==> config.mk <==
export PLATFORM = sky130hd
export DESIGN_NAME = bus_request_select
export DESIGN_NICKNAME = d
export VERILOG_FILES = /design/src/apple1_bus_pkg.sv /design/src/bus_request_select.sv
export SDC_FILE = /design/constraint.sdc
export NUM_CORES = 1
export LEC_CHECK = 0
export BUFFER_PORTS_ARGS = -buffer_cell sky130_fd_sc_hd__buf_2
export CAP_MARGIN = 20
export CORE_ASPECT_RATIO = 1.75
export CORE_UTILIZATION = 41
export DETAILED_ROUTE_END_ITERATION = 8
export PLACE_DENSITY = 0.82
export SLEW_MARGIN = 20
export SYNTH_ARGS = -nofsm -noshare
export SYNTH_HDL_FRONTEND = slang
export SYNTH_SLANG_ARGS = --single-unit
==> constraint.sdc <==
create_clock -name sys_clock -period 1 [get_ports sys_clock]
set_clock_uncertainty 0.05 [all_clocks]
set_input_delay 0.2 -clock sys_clock [delete_from_list [all_inputs] [get_ports sys_clock]]
set_output_delay 0.2 -clock sys_clock [all_outputs]
set_load 0.02 [all_outputs]
==> src/apple1_bus_pkg.sv <==
////////////////////
// apple1 system bus package
// widths, memory map and shared enums
////////////////////

package apple1_bus_pkg;

	// bus geometry
	localparam int addr_width = 16;  // full 64 KiB space
	localparam int data_width = 8;   // one byte per transfer

	// memory map, inclusive bounds
	localparam logic [addr_width-1:0] low_ram_top  = 16'h3FFF;  // low ram from 0000
	localparam logic [addr_width-1:0] basic_base   = 16'hE000;
	localparam logic [addr_width-1:0] basic_top    = 16'hEFFF;
	localparam logic [addr_width-1:0] monitor_base = 16'hFF00;  // runs to FFFF

	// array depths in bytes
	localparam int low_ram_words = 16384;
	localparam int basic_words   = 4096;
	localparam int monitor_words = 256;

	// decoded target of a request
	typedef enum logic [1:0] {
		region_low_ram  = 2'd0,
		region_basic    = 2'd1,
		region_monitor  = 2'd2,
		region_unmapped = 2'd3  // reads 00, writes dropped
	} mem_region_t;

	// registered bus operation
	typedef enum logic [1:0] {
		op_idle  = 2'd0,
		op_read  = 2'd1,  // cpu read
		op_write = 2'd2,  // cpu write
		op_load  = 2'd3   // loader write, may hit rom
	} bus_op_t;

endpackage

==> src/bus_request_select.sv <==
////////////////////
// bus request select
// loader over cpu, region decode, request register
////////////////////

`timescale 1ns/100ps

module bus_request_select
	import apple1_bus_pkg::*;
(
	input  logic                  sys_clock,
	input  logic                  arst_n,
	input  logic                  cpu_req,
	input  logic                  cpu_we,
	input  logic [addr_width-1:0] cpu_addr,
	input  logic [data_width-1:0] cpu_wdata,
	input  logic                  load_wr,
	input  logic [addr_width-1:0] load_addr,
	input  logic [data_width-1:0] load_data,
	output bus_op_t               req_op,
	output mem_region_t           req_region,
	output logic [addr_width-1:0] req_addr,
	output logic [data_width-1:0] req_data
);

	bus_op_t               next_op;
	mem_region_t           next_region;
	logic [addr_width-1:0] next_addr;
	logic [data_width-1:0] next_data;

	// map an address onto one of the four regions
	function automatic mem_region_t decode_region(input logic [addr_width-1:0] addr);
		mem_region_t region;
		if (addr <= low_ram_top)
			region = region_low_ram;
		else if (addr >= basic_base && addr <= basic_top)
			region = region_basic;
		else if (addr >= monitor_base)  // rom up to top of space
			region = region_monitor;
		else
			region = region_unmapped;  // old sdram, aci, vdp holes
		return region;
	endfunction

	// arbitration, loader has priority
	always_comb begin
		if (load_wr) begin
			next_op   = op_load;
			next_addr = load_addr;
			next_data = load_data;
		end else if (cpu_req) begin
			next_op   = cpu_we ? op_write : op_read;
			next_addr = cpu_addr;
			next_data = cpu_wdata;  // don't care on reads
		end else begin
			next_op   = op_idle;
			next_addr = cpu_addr;   // harmless, op is idle
			next_data = cpu_wdata;
		end
		next_region = decode_region(next_addr);
	end

	// control half of the request register
	always_ff @(posedge sys_clock or negedge arst_n) begin
		if (!arst_n) begin
			req_op     <= op_idle;
			req_region <= region_unmapped;
		end else begin
			req_op     <= next_op;
			req_region <= next_region;
		end
	end

	// address and data, payload only
	always_ff @(posedge sys_clock) begin
		req_addr <= next_addr;
		req_data <= next_data;
	end

endmodule

## Yosys cells after proc, flatten, opt, wreduce, memory -nomap -nowiden

Cells that the tools add are included.
W data, S select, Z words.

| storage, ports and cells | value |
|---|---|
| register bits after elaboration | 28 |
| output and inout bits | 28 |
| word-level logic and storage cells | 17 |

| operators by class | value |
|---|---|
| order comparisons | 4 |
| mux-type cells | 8 |
| reduce and logical (&&, ||, !) cells | 1 |

Operator list:

| kind | count |
|---|---|
| $ge A16 B16 Y1 const B | 2 |
| $le A16 B14 Y1 const B | 1 |
| $le A16 B16 Y1 const B | 1 |
| $mux W16 | 1 |
| $mux W2 | 5 |
| $mux W8 | 1 |
| $logic_and A1 B1 Y1 | 1 |
| $mux W1 | 1 |

## Longest topological paths before layout

| logic depth | value |
|---|---|
| word-level depth | 5 |
| depth in mapped cells | 5 |

## Least setup slack after synthesis

OpenSTA, ideal clock, no wires.

| path | value |
|---|---|
| path type | input to register |
| start | input load_wr |
| end | register req_addr[13] |
| library setup time | 0.121 ns |
| arrival time | 0.777 ns |
| data required time | 0.829 ns |
| path slack | 0.052 ns |
| stages on the path | 3 |
| path through | buf_6 -> buf_6 -> mux2_4 |

| between the ends | value |
|---|---|
| word-level cells in the longest chain between the ends | 1 |

Ends and longest elaborated chain:

| what | RTL line | text |
|---|---|---|
| start, declared | bus_request_select.sv:17 | `input logic load_wr,` |
| $mux W16 | bus_request_select.sv:47 | `if (load_wr) begin` |
| named net next_addr[13] | bus_request_select.sv:28 | `logic [addr_width-1:0] next_addr;` |
| end signal, assigned | bus_request_select.sv:76 | `req_addr <= next_addr;` |
| end, declared | bus_request_select.sv:22 | `output logic [addr_width-1:0] req_addr,` |

The timed path passes the listed nets, and every way through them passes these cells.

## Worst setup path after layout

| path | value |
|---|---|
| start | register req_region[1] |
| end | output req_region[1] |

RTL lines:

| what | RTL line | text |
|---|---|---|
| start, declared | bus_request_select.sv:21 | `output mem_region_t req_region,` |
| start signal, assigned | bus_request_select.sv:67 | `req_region <= region_unmapped;` |
| start signal, assigned | bus_request_select.sv:70 | `req_region <= next_region;` |

No word-level cell between the ends.

==> summary.txt <==
Outcome
  – Status: finished, violations left
  – Failing checks: DRC, setup timing

Floorplan
  – Core Region: 2460 um^2
  – Die span in x: 40.3 um
  – Die area: 2780 um^2
  – Site Rows: 24
  – Starting Density: 0.428
  – Die H: 69.1 um
  – Io pins: 81

Setup path
  – Largest stage delay, worst path: 0.54 ns
  – Worst path buffer plus inverter count: 1
  – Critical-path top delay cell: dfstp_2
  – Setup crit end kind: primary output
  – Crit-path cells: buf_6
  – CP delay by family, top: flip-flops
  – Critical Path RT: 0.75 ns
  – Crit-path max FO: 1
  – Crit path kind: reg2out
  – Worst EP arrival: 0.91 ns
  – Startpoint Class: register

Cells and area
  – Storage element area: 593 um^2
  – FILL cells: 183
  – Fin util: 0.683
  – Non-filler instance count after layout: 188
  – Fin nets: 216
  – Multi-input combinational cell area: 433 um^2
  – Area Overhead vs Synth: 59.7%
  – Diodes inserted: 0
  – Layout cells sized above 1: 0.735

Clock tree
  – Max H-tree Level: 1
  – Sinks on Clock Net: 28
  – TritonCTS clock tree: done
  – Clock root cell: clkbuf_8
  – Post-CTS Setup Inserts: 0
  – Reg clk slew, reported paths: 0.09 ns
  – Clk buf depth: 2
  – CTS buffer count: 3

Yosys
  – Post-Synth XOR/XNOR Area: 0
  – Cell Area, Synth: 1050 um^2
  – Post-synthesis mux area share: 0.299
  – Post-Syn Instances: 74
  – Synth cell types: 18
  – Adder-cell share of the synthesized area: 0
  – Mean Syn Cell Area: 14.2 um^2
  – Yosys warns: 0
  – Combinational family with the most area after synthesis: multiplexers
  – Syn_nets: 127
  – Seq cells post-synth: 28
  – Post-Synth Simple-Gate Area: 0.0558
  – Register area share after synthesis: 0.553
  – Post-synthesis compound-gate area fraction: 0.0558

Global route
  – Number of global-route vias before repair: 919
  – Global route overflow: 0
  – Global-route wire length before repair: 3.68 mm
  – Tot GR Track Use: 0.182
  – Antenna violations before repair: 0
  – Pin count of the biggest net entering global routing: 16

Timing
  – Final min period: 1.16 ns
  – Final WS setup: -0.159 ns
  – Worst-Margin Slew: 0.360 ns
  – Final Hold Fails: 0
  – Max Freq: 863 MHz
  – Final setup violation count: 4
  – Final worst path period share: 1.16
  – RSZ-0062 raised after global routing: true
  – Slew margin rel.: 0.758
  – Final slew viol count: 0

Route
  – Avg WL per Cell: 13.3 um
  – Drt total wl: 2.51 mm
  – Vias per inst: 4.67
  – Initial drt markers: 13
  – Vias: 878
  – Number of remaining DRC errors: 2
  – Drt pass-1 iters: 8
  – Antenna-violating nets left: 0

Min path
  – Worst hold path startpoint: cpu_wdata[7]
  – Worst min-delay path class: in2reg
  – Worst Hold Endpoint: req_data[7]$_DFF_P_
  – Hold Path Stages: 2

Placed design
  – Post-DP HPWL: 1.97 mm
  – IO Port Bufs: 80
  – Routability cong.: 0.700
  – Placed insts: 183

Run
  – Max cap viols: 0

Power
  – Max VDD drop: 0.000684 V
  – Static Leak: 0.875 nW
  – P per Cell Area: 1430 nW/um^2
sequential cells by signal, indices dropped and copies added (netlist names):
name and cells:
req_data 8, req_op 2, req_addr 16, req_region 2
synthesized netlist by cell type, drive strengths merged:
| master | number | area, um^2 |
|---|---|---|
| nand2 | 7 | 26.3 |
| inv | 1 | 3.75 |
| nand3 | 2 | 10.0 |
| dfxtp | 24 | 480 |
| nand2b | 2 | 12.5 |
| a31oi | 2 | 18.8 |
| dfrtp | 2 | 50.1 |
| mux2 | 22 | 315 |
| nor2 | 1 | 3.75 |
| o22ai | 1 | 12.5 |
| or2 | 1 | 6.26 |
| a21o | 2 | 15.0 |
| buf | 3 | 33.8 |
| dfstp | 2 | 52.6 |
| o21ai | 1 | 5.00 |
| o31ai | 1 | 7.51 |
timing repair:
action / 4_1_cts / 5_1_grt
hold endpoints to repair: 4 / 0
setup endpoints to repair: 4 / 25
hold buffers: 1 / 0
gates resized for setup: 8 / 37
power by group:
group | internal (mW) | total, mW | switching [mW]
sequential | 1.22 | 1.25 | 0.0324
clock | 0.284 | 0.586 | 0.301
combinational | 0.327 | 0.580 | 0.253
total | 1.83 | 2.41 | 0.587
routing by layer:
metal  GRT usage  vias to the layer above  part of all wire
met1       0.159                      401              0.29
met2       0.335                       41              0.61
met5           0                        -                 0
li1            -                      428                 -
met4       0.115                        0             0.033
met3      0.0193                        8             0.068
through the flow:
stage	area [um^2]	hold slack, ns	total power [mW]	setup WS (ns)	TNS, ns
5_1_grt	1680	0.0825	2.52	-0.190	-0.559
3_5_place_dp	1510	-0.0420	1.77	-0.112	-1.62
4_1_cts	1590	0.0837	2.37	-0.169	-0.414
2_1_floorplan	1050	-0.146	1.54	0.0517	0
6_report	1680	0.0910	2.41	-0.159	-0.406
3_3_place_gp	1510	-0.0445	1.75	-0.0778	-1.06
worst max-delay path by stage:
| stage | start | end | slack, ns | cells past startpoint |
|---|---|---|---|---|
| floorplan | load_wr | req_addr[13]$_DFF_P_ | 0.05 | 3 |
| global placement | load_wr | req_region[0]$_DFF_PN1_ | -0.08 | 5 |
| detailed placement | load_wr | req_region[0]$_DFF_PN1_ | -0.11 | 5 |
| CTS | req_region[0]$_DFF_PN1_ | req_region[0] | -0.17 | 1 |
| global route | req_region[1]$_DFF_PN1_ | req_region[1] | -0.19 | 1 |
| finish | req_region[1]$_DFF_PN1_ | req_region[1] | -0.16 | 1 |
final cells by class:
cell class	count	area share
Clock buffer	4	0.0268
Inverter	1	0.00223
Multi-Input combinational cell	42	0.257
Sequential cell	28	0.352
Tap cell	26	0.0193
Timing Repair Buffer	87	0.342
cells by family after synthesis:
group	after synthesis
mux	22
compound gates	7
simple gates	13
flops	28
buf+inv	4
layout by cell type (no fill, tap or decap):
master,netlist,routed
a21o_1,2,2
a31oi_1,1,1
a31oi_2,1,1
buf_12,0,1
buf_2,0,55
buf_4,0,18
buf_6,3,12
clkbuf_1,0,1
clkbuf_8,0,3
dfrtp_1,2,2
dfstp_2,2,2
dfxtp_1,24,16
dfxtp_2,0,8
dlygate4sd3_1,0,1
inv_1,1,1
mux2_1,4,4
mux2_4,18,18
nand2_1,7,7
nand2b_1,2,2
nand3_1,2,2
nor2_1,1,1
o21ai_0,1,1
o22ai_2,1,1
o31ai_1,1,1
or2_1,1,1
Power figures use the tool's default switching activity.
