### config.mk
export PLATFORM = sky130hd
export DESIGN_NAME = read_return
export DESIGN_NICKNAME = d
export VERILOG_FILES = /design/src/apple1_bus_pkg.sv /design/src/read_return.sv
export SDC_FILE = /design/constraint.sdc
export NUM_CORES = 1
export LEC_CHECK = 0
export ABC_AREA = 1
export BUFFER_PORTS_ARGS = -buffer_cell sky130_fd_sc_hd__buf_2
export CELL_PAD_IN_SITES_DETAIL_PLACEMENT = 1
export CELL_PAD_IN_SITES_GLOBAL_PLACEMENT = 1
export CORE_ASPECT_RATIO = 1.1
export CORE_MARGIN = 2
export CORE_UTILIZATION = 30
export DETAILED_ROUTE_END_ITERATION = 8
export PLACE_DENSITY_LB_ADDON = 0.1
export REMOVE_ABC_BUFFERS = 1
export SYNTH_ARGS = -nofsm -noshare
export SYNTH_HDL_FRONTEND = slang
export SYNTH_SLANG_ARGS = --single-unit
export TNS_END_PERCENT = 5
### constraint.sdc
create_clock -name sys_clock -period 2.4 [get_ports sys_clock]
set_input_delay 0.24 -clock sys_clock [delete_from_list [all_inputs] [get_ports sys_clock]]
set_output_delay 0.24 -clock sys_clock [all_outputs]
set_load 0.02 [all_outputs]
### src/apple1_bus_pkg.sv
////////////////////
// apple1 system bus package
// widths, memory map and shared enums
////////////////////

package apple1_bus_pkg;

	// bus geometry
	localparam int addr_width = 16;  // full 64 KiB space
	localparam int data_width = 8;   // one byte per transfer

	// memory map, inclusive bounds
	localparam logic [addr_width-1:0] low_ram_top  = 16'h3FFF;  // low ram from 0000
	localparam logic [addr_width-1:0] basic_base   = 16'hE000;
	localparam logic [addr_width-1:0] basic_top    = 16'hEFFF;
	localparam logic [addr_width-1:0] monitor_base = 16'hFF00;  // runs to FFFF

	// array depths in bytes
	localparam int low_ram_words = 16384;
	localparam int basic_words   = 4096;
	localparam int monitor_words = 256;

	// decoded target of a request
	typedef enum logic [1:0] {
		region_low_ram  = 2'd0,
		region_basic    = 2'd1,
		region_monitor  = 2'd2,
		region_unmapped = 2'd3  // reads 00, writes dropped
	} mem_region_t;

	// registered bus operation
	typedef enum logic [1:0] {
		op_idle  = 2'd0,
		op_read  = 2'd1,  // cpu read
		op_write = 2'd2,  // cpu write
		op_load  = 2'd3   // loader write, may hit rom
	} bus_op_t;

endpackage

### src/read_return.sv
////////////////////
// read return
// pairs read ops with memory data, one strobe out
////////////////////

`timescale 1ns/100ps

module read_return
	import apple1_bus_pkg::*;
(
	input  logic                  sys_clock,
	input  logic                  arst_n,
	input  bus_op_t               req_op,
	input  mem_region_t           req_region,
	input  logic [data_width-1:0] low_rdata,
	input  logic [data_width-1:0] upper_rdata,
	output logic                  rd_valid,
	output logic [data_width-1:0] rd_data
);

	logic        rd_pending;  // read waiting on memory data
	mem_region_t region_q;    // its region

	// stage 1 lines up with the memory read latch
	// stage 2 drives the strobe
	always_ff @(posedge sys_clock or negedge arst_n) begin
		if (!arst_n) begin
			rd_pending <= 1'b0;
			rd_valid   <= 1'b0;
		end else begin
			rd_pending <= (req_op == op_read);
			rd_valid   <= rd_pending;
		end
	end

	always_ff @(posedge sys_clock) begin
		region_q <= req_region;
		if (rd_pending) begin
			case (region_q)
				region_low_ram: rd_data <= low_rdata;
				region_basic,
				region_monitor: rd_data <= upper_rdata;
				default:        rd_data <= '0;  // unmapped reads 00
			endcase
		end
	end

endmodule

# Yosys cells after proc, flatten, opt, wreduce, memory -nomap -nowiden
# Cells that the tools add are included.
# classes
add_sub_neg	0
order_cmp	0
mul	0
muxes	1
n_eq_ne	3
shifts	0
div_mod_pow	0
bitwise_logic	0
n_reduce_logical	2
# op_table
operator	count
$pmux 8 s2	1
$eq 2x1->1 const B	2
$eq 2x2->1 const B	1
$logic_not 2->1	1
$reduce_or 2->1	1
# word_totals
n_memories	0
in_bits	22
reg_bits	12
latchBits	0
romBits	0
mem_bits_rw	0

# Longest topological paths before layout
# Gate-level depths: netlist (run 1).
# logic_depth
word_depth	3
ltp_mapped	5
depth_no_buf	4

# Least setup slack after synthesis (run 1)
# OpenSTA, ideal clock, no wires.
# synth_timing
path_type	reg2reg
startpoint	reg region_q[0]
endpoint	reg rd_data[0] (data pin)
path_slack_ns	1.258
arrival_ns	0.876
path_stages_with_launch	6
path_cell_list	dfxtp_1 > inv_1 > ha_1 > clkbuf_2 > nand2_1 > a21oi_1
# synth_via
elab_chain_len	3
elab_cells_between_ends	5
cone_classes	eq/ne: 2; mux: 1; reduce/logical: 2
# synth_lines
item	line_no	rtl
start: declaration	read_return.sv:22	mem_region_t region_q;
start signal: assignment	read_return.sv:37	region_q <= req_region;
$eq 2x1->1 / $eq 2x2->1 (equally long branches)	read_return.sv:39	case (region_q)
$reduce_or 2->1	read_return.sv:39	
$pmux 8 s2 (*)	read_return.sv:39	
end signal: assignment	read_return.sv:40	region_low_ram: rd_data <= low_rdata;
end signal: assignment	read_return.sv:42	region_monitor: rd_data <= upper_rdata;
end: declaration	read_return.sv:18	output logic [data_width-1:0] rd_data
# Mark *: on every way between the ends. The rest lies on a longest branch, timed or not.
# A chain may end at the register's enable or synchronous reset.

# Worst setup path after layout (run 1)
# Ends and elaborated chain as after synthesis.

==> results.ini, run 1 <==
[run_status]
status=finished, final reports clean

[worst_setup_path]
reg2reg_from=region_q[0]
rrSetupSlack_ps=1210
cp.arrival_ps=1200
setup.worst_path.start=region_q[0]
start_kind=flip-flop
cp_data_required_time_ps=2410
cp-end-kind=flip-flop
path_class=reg -> reg
path_max_fanout=8

[die]
start_util_pct=31.5
io_pins=31
num_rows=15
core_area_sq_um=1540
die_h_microns=46.1
die-area_sq_um=1950
die_x_microns=42.3

[grt]
grt_use_met1_pct=12.9
busiest_layer=met2
grt_pass1_wl_microns=1730
grt_max_degree=10
grtUsageMet3_pct=2.35
antenna_found_initial=0
overflow=0
grt_use_met2_pct=23.1
grt_pass1_vias=459
track_usage_pct=12.0

[cells_and_area]
antennaDiodeCount=0
drive_gt1_share_pct=44.2
finalCoreUtilization_pct=44.7
synthToLayoutAreaGrowth_pct=42.1
nets=102

[logic_synthesis]
synthAdderAreaFrac_pct=5.17
avgSynthCellArea_sq_um=10.8
synthDistinctLibCells=10
yosys-top-cells-area=edfxtp_1 50%, nand2_1 12%, dfrtp_1 10%
yosys.area.top_type_share_pct=49.6
yosys.area.top_type=edfxtp_1
synth_top_family_by_area=simple AND/OR/NAND/NOR gates
syn_area_sq_um=484
synth.mux.area_fraction_pct=0
ys_ff_latch=12
yosysWarnings=0
syn_inst=45
ys_seq_area_share_pct=68.2
synthXorXnorAreaFrac_pct=0
yosys.area_share.simple_pct=13.2
synth_compound_area_share_pct=8.27

[detailed_routing]
first_pass_iters=3
routed_wl_microns=1080
drcViolationCount=0
drt_iter0_markers=10
wl_per_cell_microns=11.5
num_vias=428
antenna_left=0
via_per_inst=4.55

[clock_network]
clock-root-buffer=clkbuf_4
clk_path_buf_depth=2
worstSkewPairLatency_ps=260
clock_sinks=12
cts_resized=0
htree_levels=1
cts_tree=yes
cts_buffers=3
clkTransAtPathRegs_ps=80

[timing]
timing.final.crit_share_pct=49.5
finClkSkew_ps=1.23
fmax_mhz=842
tightest_slew_ps=361
slew_violations=0
fin_setup_tns_ps=0
rsz0062_at_grt=no
period_minus_slack_ps=1190
worst_slack_ps=1210
setup_viol=0
final.hold.worst_slack_ps=70.3
relSlewSlack_pct=75.9
hold_viol_final=0

[placed_design]
numPortBuffers=30
post-dp-hpwl_microns=872
pre_cts_ws_ps=1210
gp_congestion=0.620

[pwr]
power.leakage_nw=0.352
vdd_ir_drop_max_uv=252
p_per_area_nw_per_um2=648

[flow_run]
maxCapViolations=0

[hold_path]
worstHoldPathType=in -> reg
min_from=req_region[1]

-- through the flow --
| stage | power (mW) | instance area, sq um | std cells |
|---|---|---|---|
| 3_5_place_dp | 0.292 | 642 | 89 |
| 6_report | 0.446 | 688 | 94 |
| 4_1_cts | 0.450 | 688 | 94 |
| 2_1_floorplan | 0.265 | 470 | 42 |
| 5_1_grt | 0.468 | 688 | 94 |
| 3_3_place_gp | 0.291 | 642 | 89 |
-- report_power, final --
part / switching [mW] / total [mW] / leakage, nW / internal [mW]
combinational: 0.0271 / 0.0525 / 0.203 / 0.0254
clock: 0.0664 / 0.158 / 0.0210 / 0.0920
sequential: 0.00457 / 0.235 / 0.128 / 0.230
total: 0.0981 / 0.446 / 0.352 / 0.348
-- worst max-delay path, cell delays in order (launching register included) --
cell	delay (ps)
dfxtp_1	330
inv_1	50
ha_1	390
nand2_1	100
a21oi_1	70
-- cells by family (layout without fill, tap and decap cells) --
logic type                 Yosys count  count (layout)
AOI/OAI and AO/OA                    8               8
adders and majority gates            2               2
buffers and inverters                6              38
DFF                                 12              12
and+or+nand+nor                     17              17
-- synth_stat cells --
cell,instances
ha_1,2
clkbuf_2,2
clkbuf_1,1
edfxtp_1,8
nand2_1,16
dfxtp_1,2
inv_1,3
dfrtp_1,2
a21oi_1,8
nor2_1,1
-- sequential cells by signal (all words and copies together) (netlist names) --
signal	flops
rd_data	8
region_q	2
rd_pending	1
rd_valid	1
-- final cells by class --
| type | count | area, sq um |
|---|---|---|
| flip-flops and latches | 12 | 330 |
| well taps | 17 | 21.3 |
| clock buffers | 4 | 36.3 |
| fillers | 202 | 851 |
| multi-input cells | 27 | 129 |
| inverters | 3 | 11.3 |
| repair buffers | 31 | 160 |
-- per-layer routing --
metal  wire, microns  share of wire [%]  vias to the layer above
li1                -                  -                      210
met1             389                 36                      201
met2             619                 57                       15
met3              70                6.5                        2
met4               5               0.46                        0
met5               0                  0                        -
-- repair_timing --
| action | 4_1_cts | 5_1_grt |
|---|---|---|
| hold buffers | 1 | 0 |
| hold endpoints to repair | 2 | 0 |
| setup endpoints to repair | 0 | 0 |
| buffers inserted | 0 | 0 |
-- final timing paths --
kind	depth (start not counted)	endpoint
setup / recovery	4	rd_data[0]
min in group asynchronous	2	rd_pending
hold / removal	1	region_q[1]
max in group asynchronous	2	rd_valid
setup reg to reg	4	rd_data[0]
hold reg to reg	0	rd_valid
-- cell usage in the layout, fill, tap and decap left out --
cell	n
dfxtp_1	2
clkbuf_4	3
nor2_1	1
inv_1	3
nand2_1	16
dfrtp_1	2
buf_2	30
edfxtp_1	8
dlygate4sd3_1	1
ha_1	2
clkbuf_8	1
a21oi_1	8
No activity file was read; power rests on OpenSTA's default activity.
==> inputs of run 2 (changes only) <==
- CORE_UTILIZATION: 30 -> 25
- clock period: 2.4 -> 1.05 ns (I/O delays scaled with it)
==> results.ini, run 2 (synthesis results as in run 1) <==
[detailed_routing]
first_pass_iters=2  ; -1
antenna_left=0  ; unchanged
drcViolationCount=0  ; unchanged
via_per_inst=4.38  ; -3.8%
wl_per_cell_microns=11.4  ; -1.4%
num_vias=438  ; +2.3%
routed_wl_microns=1140  ; +4.9%
drt_iter0_markers=3  ; -7

[cells_and_area]
drive_gt1_share_pct=61.0  ; +17 points
nets=107  ; +4.9%
largestRegisters=rd_data x8, region_q x2
top_register=rd_data
final_common_cell=buf_2
synthToLayoutAreaGrowth_pct=59.7
nFillCells=221  ; +9.4%
final_cell_mix=30 x buf_2, 13 x nand2_1, 8 x edfxtp_1
finish.instance_area_sq_um=773  ; +12%
antennaDiodeCount=0  ; unchanged
finalCoreUtilization_pct=42.9  ; -1.8 points
fin_cells=100  ; +6.4%
largest_register_ffs=8  ; unchanged

[die]
die-area_sq_um=2310  ; +18%
start_util_pct=26.9  ; -4.6 points
core_area_sq_um=1800  ; +17%
die_x_microns=46.0  ; +8.6%
num_rows=16  ; +1
die_h_microns=50.2  ; +8.7%
io_pins=31  ; unchanged

[run_status]
status=finished, final reports clean

[placed_design]
place_area_sq_um=658  ; +2.5%
post-dp-hpwl_microns=852  ; -2.3%
gp_congestion=0.650  ; +5.0%
numPortBuffers=30  ; unchanged
dpl.cell_count=92  ; +3.4%
pre_cts_ws_ps=-131  ; -1340 ps

[timing]
setup_viol=0  ; unchanged
worst_slack_ps=16.8  ; -1190 ps
rsz0062_at_grt=yes
fmax_mhz=968  ; +15%
tightest_slew_ps=343  ; -17.5 ps
finClkSkew_ps=4.12  ; +2.89 ps
final.hold.worst_slack_ps=36.6  ; -33.7 ps
period_minus_slack_ps=1030  ; -155 ps
slew_violations=0  ; unchanged
timing.final.crit_share_pct=98.4  ; +49 points
hold_viol_final=0  ; unchanged
relSlewSlack_pct=77.1  ; +1.2 points

[flow_run]
maxCapViolations=0  ; unchanged

[grt]
overflow=0  ; unchanged
grt_pass1_wl_microns=1830  ; +5.6%
grt_max_degree=10  ; unchanged
antenna_found_initial=0  ; unchanged
grt_pass1_vias=447  ; -2.6%
track_usage_pct=10.9  ; -1.1 points

[clock_network]
htree_levels=1  ; unchanged
clock-root-buffer=clkbuf_4
cts_setup_buffers=0  ; unchanged
worstSkewPairLatency_ps=260  ; about the same
clock_sinks=12  ; unchanged
cts_buffers=3  ; unchanged
cts_tree=yes
clkTransAtPathRegs_ps=80  ; about the same
clk_path_buf_depth=2  ; unchanged

[worst_setup_path]
start_kind=flip-flop
r2r-end=rd_data[1]
path_max_fanout=8  ; unchanged
path_cells=inv_2 -> ha_4 -> nand2_1 -> a21oi_2
reg2reg_from=region_q[1]
cp_top_family=flip-flops
cp-end-kind=flip-flop
crit_buf_inv=1  ; unchanged
cp_slowest_cell=dfxtp_2
max_stage_delay_ps=340  ; -50 ps
path_class=reg -> reg
cp.arrival_ps=1160  ; -40 ps
cp_data_required_time_ps=1170  ; -1240 ps
rrSetupSlack_ps=20  ; -1190 ps
path_depth=4  ; unchanged
r2r_cells=4  ; unchanged

[pwr]
power.leakage_nw=0.370  ; +5.0%
p_per_area_nw_per_um2=1270  ; +97%
vdd_ir_drop_max_uv=589  ; +130%

[hold_path]
hold_path_end=rd_pending
hold_depth=3  ; +2
min_from=req_op[0]
worstHoldPathType=in -> reg

## run 2: where the power goes
group	internal, mW	leakage, nW	switching, mW	total, mW
clock network	0.137	0.0154	0.148	0.285
registers	0.527	0.128	0.0107	0.538
logic	0.0856	0.227	0.0773	0.163
total	0.750	0.370	0.236	0.986
## run 2: worst max path at each step
stage / slack (ps) / start / endpoint
finish: 20 / region_q[1] / rd_data[1]
global route: -40 / region_q[0] / rd_data[1]
CTS: 4 / region_q[0] / rd_data[6]
detailed placement: -130 / region_q[0] / rd_data[6]
global placement: -120 / region_q[0] / rd_data[1]
floorplan: -50 / region_q[0] / rd_data[0]
## run 2: layout make-up
class	count	area [sq um]	share of cell area, %
Sequential cell	12	333	43.0
Multi-Input combinational cell	27	175	22.7
Inverter	3	11.3	1.46
Tap cell	18	22.5	2.91
Clock inverter	1	3.75	0.485
Timing Repair Buffer	36	205	26.5
Clock buffer	3	22.5	2.91
## run 2: timing repair
item | CTS | global route
setup endpoints to repair | 8 | 8
hold buffers | 4 | 0
gates cloned | 0 | 0
endpoints found under the hold margin | 5 | 0
pin swaps | 1 | 4
resized for setup | 4 | 12
## run 2: routing by layer
layer | wire length (microns) | GRT usage, % | up-vias
met1 | 420 | 12.1 | 201
li1 | - | - | 221
met4 | 0 | 2.86 | 0
met2 | 650 | 19.4 | 16
met5 | 0 | 0 | -
met3 | 64 | 3.24 | 0
## run 2: tightest hold or removal path: cells and delay by family
family	cells	cell delay, ps
simple gates	1	30
buf+inv	2	130
## run 2: metrics by stage
step / power, mW / setup TNS [ps]
final: 0.986 / 0
after global routing: 1.04 / -93.8
after CTS: 0.981 / 0
after detailed placement: 0.671 / -982
after global placement: 0.670 / -889
after floorplan: 0.605 / -414
